==> src/core_pkg.sv <==
`default_nettype none

package core_pkg;

  localparam int xlen       = 32;
  localparam int reg_addr_w = 5;
  localparam int sel_w      = 4;  // one select bit per byte lane

  localparam logic [xlen-1:0] reset_pc = 32'h8000_0000;

  // base opcodes of the supported subset
  localparam logic [6:0] op_opimm  = 7'b001_0011;
  localparam logic [6:0] op_lui    = 7'b011_0111;
  localparam logic [6:0] op_auipc  = 7'b001_0111;
  localparam logic [6:0] op_jal    = 7'b110_1111;
  localparam logic [6:0] op_jalr   = 7'b110_0111;
  localparam logic [6:0] op_load   = 7'b000_0011;
  localparam logic [6:0] op_store  = 7'b010_0011;
  localparam logic [6:0] op_system = 7'b111_0011;

  localparam logic [2:0] f3_addi = 3'b000;

  // memory width and signedness
  localparam logic [2:0] f3_b  = 3'b000;
  localparam logic [2:0] f3_h  = 3'b001;
  localparam logic [2:0] f3_w  = 3'b010;
  localparam logic [2:0] f3_bu = 3'b100;
  localparam logic [2:0] f3_hu = 3'b101;

  // first adder operand
  localparam logic [1:0] op1_rs1  = 2'd0;
  localparam logic [1:0] op1_pc   = 2'd1;
  localparam logic [1:0] op1_zero = 2'd2;

  typedef struct packed {
    logic [11:0]           imm;
    logic [reg_addr_w-1:0] rs1;
    logic [2:0]            funct3;
    logic [reg_addr_w-1:0] rd;
    logic [6:0]            opcode;
  } i_fmt_t;

  typedef struct packed {
    logic [6:0]            imm_hi;
    logic [reg_addr_w-1:0] rs2;
    logic [reg_addr_w-1:0] rs1;
    logic [2:0]            funct3;
    logic [4:0]            imm_lo;
    logic [6:0]            opcode;
  } s_fmt_t;

  typedef struct packed {
    logic [19:0]           imm;
    logic [reg_addr_w-1:0] rd;
    logic [6:0]            opcode;
  } u_fmt_t;

  typedef struct packed {
    logic                  imm_20;
    logic [9:0]            imm_10_1;
    logic                  imm_11;
    logic [7:0]            imm_19_12;
    logic [reg_addr_w-1:0] rd;
    logic [6:0]            opcode;
  } j_fmt_t;

  // one instruction word, four ways to read it
  typedef union packed {
    i_fmt_t i;
    s_fmt_t s;
    u_fmt_t u;
    j_fmt_t j;
  } inst_word_u;

endpackage

`default_nettype wire

==> src/reg_file.sv <==
`timescale 1ns/1ps
`default_nettype none

module reg_file
  import core_pkg::*;
(
  input  wire                   clk,
  input  wire                   wen,
  input  wire  [reg_addr_w-1:0] waddr,
  input  wire  [xlen-1:0]       wdata,
  input  wire  [reg_addr_w-1:0] rs1_addr,
  input  wire  [reg_addr_w-1:0] rs2_addr,
  output logic [xlen-1:0]       rs1_data,
  output logic [xlen-1:0]       rs2_data
);

  logic [xlen-1:0] regs [1 << reg_addr_w];

  // x0 is never stored, the read mux supplies the zero
  always_ff @(posedge clk) begin
    if (wen && (waddr != '0)) begin
      regs[waddr] <= wdata;
    end
  end

  always_comb begin
    if (rs1_addr == '0) begin
      rs1_data = '0;
    end else begin
      rs1_data = regs[rs1_addr];
    end
  end

  always_comb begin
    if (rs2_addr == '0) begin
      rs2_data = '0;
    end else begin
      rs2_data = regs[rs2_addr];
    end
  end

endmodule

`default_nettype wire

==> src/inst_decode.sv <==
`timescale 1ns/1ps
`default_nettype none

module inst_decode
  import core_pkg::*;
(
  input  wire  [xlen-1:0]       inst,
  output logic [reg_addr_w-1:0] rs1,
  output logic [reg_addr_w-1:0] rs2,
  output logic [reg_addr_w-1:0] rd,
  output logic [2:0]            funct3,
  output logic [1:0]            op1_sel,
  output logic [xlen-1:0]       imm,
  output logic                  reg_wen,
  output logic                  mem_read,
  output logic                  mem_write,
  output logic                  is_jump,
  output logic                  is_jalr,
  output logic                  is_system
);

  inst_word_u iw;

  logic [xlen-1:0] imm_i;
  logic [xlen-1:0] imm_s;
  logic [xlen-1:0] imm_u;
  logic [xlen-1:0] imm_j;

  assign iw = inst;

  // register fields sit at the same place in every format
  assign rs1    = iw.i.rs1;
  assign rs2    = iw.s.rs2;
  assign rd     = iw.i.rd;
  assign funct3 = iw.i.funct3;

  assign imm_i = {{20{iw.i.imm[11]}}, iw.i.imm};
  assign imm_s = {{20{iw.s.imm_hi[6]}}, iw.s.imm_hi, iw.s.imm_lo};
  assign imm_u = {iw.u.imm, 12'h000};  // already in the upper bits
  // jal offset bits come scrambled
  assign imm_j = {{11{iw.j.imm_20}}, iw.j.imm_20, iw.j.imm_19_12,
                  iw.j.imm_11, iw.j.imm_10_1, 1'b0};

  always_comb begin
    op1_sel   = op1_zero;
    imm       = '0;
    reg_wen   = 1'b0;
    mem_read  = 1'b0;
    mem_write = 1'b0;
    is_jump   = 1'b0;
    is_jalr   = 1'b0;
    is_system = 1'b0;
    case (iw.i.opcode)
      op_opimm: begin
        // only addi, other immediate ALU ops fall through as no-ops
        if (iw.i.funct3 == f3_addi) begin
          op1_sel = op1_rs1;
          imm     = imm_i;
          reg_wen = 1'b1;
        end
      end
      op_lui: begin
        op1_sel = op1_zero;  // 0 + imm
        imm     = imm_u;
        reg_wen = 1'b1;
      end
      op_auipc: begin
        op1_sel = op1_pc;
        imm     = imm_u;
        reg_wen = 1'b1;
      end
      op_jal: begin
        op1_sel = op1_pc;
        imm     = imm_j;
        reg_wen = 1'b1;
        is_jump = 1'b1;
      end
      op_jalr: begin
        op1_sel = op1_rs1;
        imm     = imm_i;
        reg_wen = 1'b1;
        is_jump = 1'b1;
        is_jalr = 1'b1;
      end
      op_load: begin
        op1_sel  = op1_rs1;
        imm      = imm_i;
        reg_wen  = 1'b1;
        mem_read = 1'b1;
      end
      op_store: begin
        op1_sel   = op1_rs1;
        imm       = imm_s;
        mem_write = 1'b1;
      end
      op_system: is_system = 1'b1;  // ebreak
      default: ;
    endcase
  end

endmodule

`default_nettype wire

==> src/lsu.sv <==
`timescale 1ns/1ps
`default_nettype none

module lsu
  import core_pkg::*;
(
  input  wire                   clk,
  input  wire                   reset,
  input  wire  [xlen-1:0]       addr,
  input  wire  [xlen-1:0]       store_data,
  input  wire  [2:0]            funct3,
  input  wire                   mem_read,
  input  wire                   mem_write,
  output logic [xlen-1:0]       load_data,
  output logic                  mem_done,
  output logic                  wb_cyc,
  output logic                  wb_stb,
  output logic                  wb_we,
  output logic [xlen-1:0]       wb_adr,
  output logic [xlen-1:0]       wb_dat_w,
  output logic [sel_w-1:0]      wb_sel,
  input  wire  [xlen-1:0]       wb_dat_r,
  input  wire                   wb_ack
);

  logic             ack_seen;  // high in the cycle after ack
  logic             req;
  logic [1:0]       offset;
  logic [sel_w-1:0] byte_mask;
  logic [7:0]       ld_byte;
  logic [15:0]      ld_half;

  assign req    = mem_read | mem_write;
  assign offset = addr[1:0];

  // the cycle opens as soon as the instruction shows up
  assign wb_cyc   = req & ~ack_seen;
  assign wb_stb   = wb_cyc;
  assign wb_we    = wb_cyc & mem_write;
  assign wb_adr   = addr;
  assign wb_sel   = wb_cyc ? byte_mask : '0;
  assign mem_done = wb_cyc & wb_ack;

  always_ff @(posedge clk) begin
    if (reset) begin
      ack_seen <= 1'b0;
    end else begin
      ack_seen <= mem_done;  // clears itself since cyc is low meanwhile
    end
  end

  always_comb begin
    case (funct3)
      f3_b, f3_bu: begin
        byte_mask = 4'b0001 << offset;
        wb_dat_w  = {4{store_data[7:0]}};
      end
      f3_h, f3_hu: begin
        byte_mask = 4'b0011 << {offset[1], 1'b0};
        wb_dat_w  = {2{store_data[15:0]}};
      end
      default: begin
        byte_mask = 4'b1111;
        wb_dat_w  = store_data;
      end
    endcase
  end

  always_comb begin
    case (offset)
      2'd0:    ld_byte = wb_dat_r[7:0];
      2'd1:    ld_byte = wb_dat_r[15:8];
      2'd2:    ld_byte = wb_dat_r[23:16];
      default: ld_byte = wb_dat_r[31:24];
    endcase
  end

  assign ld_half = offset[1] ? wb_dat_r[31:16] : wb_dat_r[15:0];

  always_comb begin
    case (funct3)
      f3_b:    load_data = {{24{ld_byte[7]}}, ld_byte};
      f3_h:    load_data = {{16{ld_half[15]}}, ld_half};
      f3_w:    load_data = wb_dat_r;
      f3_bu:   load_data = {24'h00_0000, ld_byte};
      f3_hu:   load_data = {16'h0000, ld_half};
      default: load_data = '0;  // reserved widths read as zero
    endcase
  end

  // request held steady until the slave answers
  a_req_stable: assert property (@(posedge clk) disable iff (reset)
    (wb_cyc && !wb_ack) |=> (wb_cyc && $stable(wb_adr) && $stable(wb_we) && $stable(wb_sel)));

  a_ack_in_cyc: assert property (@(posedge clk) disable iff (reset)
    wb_ack |-> wb_cyc);

endmodule

`default_nettype wire

==> src/rv_core.sv <==
`timescale 1ns/1ps
`default_nettype none

module rv_core
  import core_pkg::*;
(
  input  wire              clk,
  input  wire              reset,
  input  wire  [xlen-1:0]  inst,
  output logic [xlen-1:0]  pc,
  output logic             halt,
  output logic             wb_cyc,
  output logic             wb_stb,
  output logic             wb_we,
  output logic [xlen-1:0]  wb_adr,
  output logic [xlen-1:0]  wb_dat_w,
  output logic [sel_w-1:0] wb_sel,
  input  wire  [xlen-1:0]  wb_dat_r,
  input  wire              wb_ack
);

  logic [reg_addr_w-1:0] rs1;
  logic [reg_addr_w-1:0] rs2;
  logic [reg_addr_w-1:0] rd;
  logic [2:0]            funct3;
  logic [1:0]            op1_sel;
  logic [xlen-1:0]       imm;
  logic                  reg_wen;
  logic                  mem_read;
  logic                  mem_write;
  logic                  is_jump;
  logic                  is_jalr;
  logic                  is_system;

  logic [xlen-1:0] rs1_data;
  logic [xlen-1:0] rs2_data;
  logic [xlen-1:0] load_data;
  logic            mem_done;

  logic [xlen-1:0] op1;
  logic [xlen-1:0] sum;       // the one adder
  logic [xlen-1:0] pc_plus4;
  logic [xlen-1:0] next_pc;
  logic [xlen-1:0] wdata;
  logic            stall;
  logic            reg_we;

  inst_decode u_decode (
    .inst      (inst),
    .rs1       (rs1),
    .rs2       (rs2),
    .rd        (rd),
    .funct3    (funct3),
    .op1_sel   (op1_sel),
    .imm       (imm),
    .reg_wen   (reg_wen),
    .mem_read  (mem_read),
    .mem_write (mem_write),
    .is_jump   (is_jump),
    .is_jalr   (is_jalr),
    .is_system (is_system)
  );

  reg_file u_regs (
    .clk      (clk),
    .wen      (reg_we),
    .waddr    (rd),
    .wdata    (wdata),
    .rs1_addr (rs1),
    .rs2_addr (rs2),
    .rs1_data (rs1_data),
    .rs2_data (rs2_data)
  );

  lsu u_lsu (
    .clk        (clk),
    .reset      (reset),
    .addr       (sum),
    .store_data (rs2_data),
    .funct3     (funct3),
    .mem_read   (mem_read),
    .mem_write  (mem_write),
    .load_data  (load_data),
    .mem_done   (mem_done),
    .wb_cyc     (wb_cyc),
    .wb_stb     (wb_stb),
    .wb_we      (wb_we),
    .wb_adr     (wb_adr),
    .wb_dat_w   (wb_dat_w),
    .wb_sel     (wb_sel),
    .wb_dat_r   (wb_dat_r),
    .wb_ack     (wb_ack)
  );

  always_comb begin
    case (op1_sel)
      op1_rs1: op1 = rs1_data;
      op1_pc:  op1 = pc;
      default: op1 = '0;
    endcase
  end

  assign sum      = op1 + imm;
  assign pc_plus4 = pc + 32'd4;

  // jalr drops bit 0 of the target
  assign next_pc = !is_jump ? pc_plus4 :
                   is_jalr  ? {sum[xlen-1:1], 1'b0} : sum;

  assign wdata = is_jump  ? pc_plus4  :
                 mem_read ? load_data : sum;

  assign stall  = (mem_read | mem_write) & ~mem_done;
  assign halt   = is_system;  // ebreak stays presented, so this holds
  assign reg_we = reg_wen & ~stall & ~halt;

  always_ff @(posedge clk) begin
    if (reset) begin
      pc <= reset_pc;
    end else if (!stall && !halt) begin
      pc <= next_pc;
    end
  end

  // instruction retires only on the ack edge
  a_pc_hold: assert property (@(posedge clk) disable iff (reset)
    (wb_cyc && !wb_ack) |=> $stable(pc));

endmodule

`default_nettype wire

==> config.mk <==
export PLATFORM = sky130hd
export DESIGN_NAME = rv_core
export DESIGN_NICKNAME = d
export VERILOG_FILES = /design/src/core_pkg.sv /design/src/reg_file.sv /design/src/inst_decode.sv /design/src/lsu.sv /design/src/rv_core.sv
export SDC_FILE = /design/constraint.sdc
export NUM_CORES = 2
export LEC_CHECK = 0
export BUFFER_PORTS_ARGS = -buffer_cell sky130_fd_sc_hd__buf_2
export CAP_MARGIN = 10
export CORE_ASPECT_RATIO = 0.75
export CORE_MARGIN = 2
export CORE_UTILIZATION = 35
export DETAILED_ROUTE_END_ITERATION = 6
export PLACE_DENSITY_LB_ADDON = 0.3
export SLEW_MARGIN = 20
export SYNTH_ARGS = -nofsm -noshare
export SYNTH_HDL_FRONTEND = slang
export SYNTH_SLANG_ARGS = --single-unit
export TNS_END_PERCENT = 30
==> constraint.sdc <==
create_clock -name clk -period 15.3 [get_ports clk]
set_input_delay 1.53 -clock clk [delete_from_list [all_inputs] [get_ports clk]]
set_output_delay 1.53 -clock clk [all_outputs]
set_load 0.02 [all_outputs]
==> implementation parameters <==
Parameter                              Value

Power and ir drop
  Worst IR Drop VDD ... 89.7 uV
  Comb pwr share ... 8.9%
  Sequential cell fraction of total power ... 49.6%
  Power share of the clock group ... 41.5%
  Standby leakage power ... 19.8 nW
  Total net switching power ... 0.00152 W
  Cell Pwr Density ... 106 nW/um2
  Switching Fraction ... 23.9%
  Post-layout total power ... 0.00639 W
  Internal Power ... 0.00486 W

Final layout
  Share of final-layout standard cells stronger than drive strength 1 ... 36.7%
  Flip-flop and latch area ... 31400 um2
  Multi-input gate area ... 21000 um2
  Area Overhead vs Synth ... 13.4%
  Total Nets Final ... 3153
  Finished Layout Cells ... 5139
  Number of fill cells in the layout ... 13600
  Non-Filler Cell Area, Final ... 60100 um2
  Most frequent cells in the layout ... sky130_fd_sc_hd__edfxtp_1, sky130_fd_sc_hd__mux4_2, sky130_fd_sc_hd__buf_2
  Most common library cell in the layout ignoring fill and taps ... sky130_fd_sc_hd__edfxtp_1

Setup path
  Cell-by-cell listing of the critical path ... buf_8 > buf_12 > buf_4 > mux4_2 > mux4_2 > mux2i_1 > o21ai_0 > ha_1 > a31o_1 > or3_1 > o21ba_2 > a41o_1 > o22ai_1 > xor2_1 > inv_1 > buf_2
  Slowest cell delay on critical path ... 0.83 ns
  Critical Path Sink Type ... output pin
  Arrival time at the worst endpoint ... 8.03 ns
  Crit-path max FO ... 81
  Standard cell with the maximum stage delay on the critical path ... sky130_fd_sc_hd__buf_4
  Launching element type of the critical path ... input port
  Most frequent cell on the critical path ... sky130_fd_sc_hd__mux4_2
  Critical path required time ... 13.77 ns
  Classification of the worst setup path ... input port to output pin

Yosys
  Dominant register cell in the synthesized netlist ... sky130_fd_sc_hd__edfxtp_1
  Synthesis-stage register bit count ... 1057
  Number of flops mapped to enable cells by yosys ... 1024
  Sequential cell area fraction in the yosys report ... 59.3%
  Synth Instances ... 2892
  Yosys warns ... 0
  Post-synthesis cell area ... 53000 um2
  Number of library cell types mapped by synthesis ... 77
  Fraction of registers with async set or reset after synthesis ... 0%
  Syn avg cell area ... 18.3 um2

Floorplanning
  Floorplan die area ... 155000 um2
  Die Y ... 341 um
  Die width ... 453 um
  Row cnt ... 123
  Placeable core area ... 150000 um2
  Starting utilization of the core area ... 35.3%
  Num ports ... 171

Routing
  Routed wire length per instance ... 33.4 um
  Number of nets still failing antenna checks after routing ... 0
  Number of vias after detailed routing ... 32000
  Via density per instance ... 6.22
  Initial DRC count ... 4667
  Total length of routed wires ... 172 mm
  Drt pass-1 iters ... 6
  Detailed-route DRC error count ... 0

CTS
  Clock-pin slew on the worst setup and hold paths ... 0.07 ns
  Number of buffers inserted during clock tree synthesis ... 102
  Buffers inserted during post-CTS setup optimization ... 0
  Count of H-tree levels built during CTS ... 3
  Clock tree from TritonCTS ... yes
  Hold-fix buffer count after cts ... 0
  Clock latency on the worst-skew pair ... 0.74 ns
  Sink Count ... 1057
  Bufs on Longest Clock Path ... 3
  PostCTS Resize Cnt ... 0
  Clk root buf ... sky130_fd_sc_hd__clkbuf_16

Global routing
  Number of global-route vias before repair ... 31100
  First-pass GRT wire length ... 240 mm
  Pin count of the biggest net entering global routing ... 124
  Global-route total usage across every layer ... 21.9%
  Global route overflow ... 0
  Number of antenna violations at the first check in global routing ... 3

STA
  Min Clock Period, post-route ... 9.56 ns
  Hold Vio Cnt, Final ... 0
  Max Freq ... 105 MHz
  Setup violations, final ... 0
  Worst setup skew after layout ... 0.0653 ns
  Share of the clock period used by the worst path after layout ... 62.5%
  Remaining max-slew budget at the tightest pin ... 16.7%
  Pins over their slew limit ... 0
  Worst-Margin Slew ... 1.24 ns
  RSZ-0062 raised after global routing ... no
  Total Neg Setup Slack ... 0 ns

Run status
  Outcome ... finished, final reports clean

Placed design
  Cells after DPL ... 4949
  Global placement routability congestion ... 0.975
  Hpwl dp ... 98.9 mm
  Port Buffers ... 170
  Area after detailed placement ... 56600 um2

Flow run
  Max Cap Viol ... 0

Min path
  Path category of the worst min-delay check ... flop to flop
## cells by family (layout without fill, tap and decap cells)
kind of cell	Yosys count	after routing	share of synthesized area, %
adders and majority gates	33	33	0.793
AOI/OAI and AO/OA	381	381	4.73
other	1	34	0.00708
xor gates and xnor gates	54	54	0.893
DFF	1057	1057	59.3
and+or+nand+nor	400	400	3.61
buffers and inverters	260	474	2.07
muxes	706	706	28.6
## power groups by stage
stage | clock (W) | sequential (W) | combinational, W
floorplan | 0 | 0.00323 | 0.000367
global placement | 0 | 0.00323 | 0.000570
detailed placement | 0 | 0.00323 | 0.000570
CTS | 0.00269 | 0.00317 | 0.000571
global route | 0.00280 | 0.00317 | 0.000596
finish | 0.00265 | 0.00317 | 0.000569
## flip-flops by register name (all words and copies together) (netlist names)
name / cells
pc: 32
u_regs.regs: 1024
u_lsu.ack_seen: 1
## metrics by stage
stage	util [%]	setup WS, ns	hold slack, ns
2_1_floorplan	-	7.60	0.554
3_3_place_gp	37.7	5.68	0.538
3_5_place_dp	37.7	5.70	0.536
4_1_cts	40.0	5.67	0.549
5_1_grt	40.0	5.32	0.600
6_report	40.0	5.74	0.552
## Yosys cell counts, drive strengths merged (28+ instances only)
cell	n	area [um2]
edfxtp	1024	30700
dfxtp	33	661
xnor2	28	245
ha	32	400
o21ai	96	484
buf	91	463
clkbuf	146	548
mux2i	59	591
a21o	50	375
nand2	116	435
a21oi	90	450
nor2	124	465
mux4	647	14600
## per-layer routing
metal,vias to the layer above,track usage (%),share of wire (%)
met3,300,4.88,10
li1,12700,-,-
met4,2,6.31,3.1
met5,-,0,0.0058
met1,17200,31.9,41
met2,1768,33.1,46
## path summary, 6_finish.rpt
| kind | start | to | slack, ns | depth (start not counted) |
|---|---|---|---|---|
| max | inst[15] | wb_adr[31] | 5.74 | 16 |
| min | pc[0] | pc[0] | 0.55 | 2 |
| max reg2reg | u_regs.regs[31][1] | u_regs.regs[21][26] | 9.30 | 13 |
| min reg2reg | pc[0] | pc[0] | 0.55 | 2 |
## worst max-delay path, delay by kind of cell
| family | cells | cell delay [ns] |
|---|---|---|
| compound gates | 5 | 1.31 |
| xor+xnor | 1 | 0.33 |
| fa+ha+maj | 1 | 0.44 |
| buf+inv | 5 | 2.17 |
| mux | 3 | 1.55 |
| simple gates | 1 | 0.35 |
## final cells by class
class	count	area share, %
sequential	1057	52.3
multi-input combinational	1606	34.9
clock buffer	116	4.37
tap	2000	4.16
timing repair buffer	263	2.76
clock inverter	72	1.38
inverter	23	0.144
antenna	2	0.00833
Power figures use the tool's default switching activity.
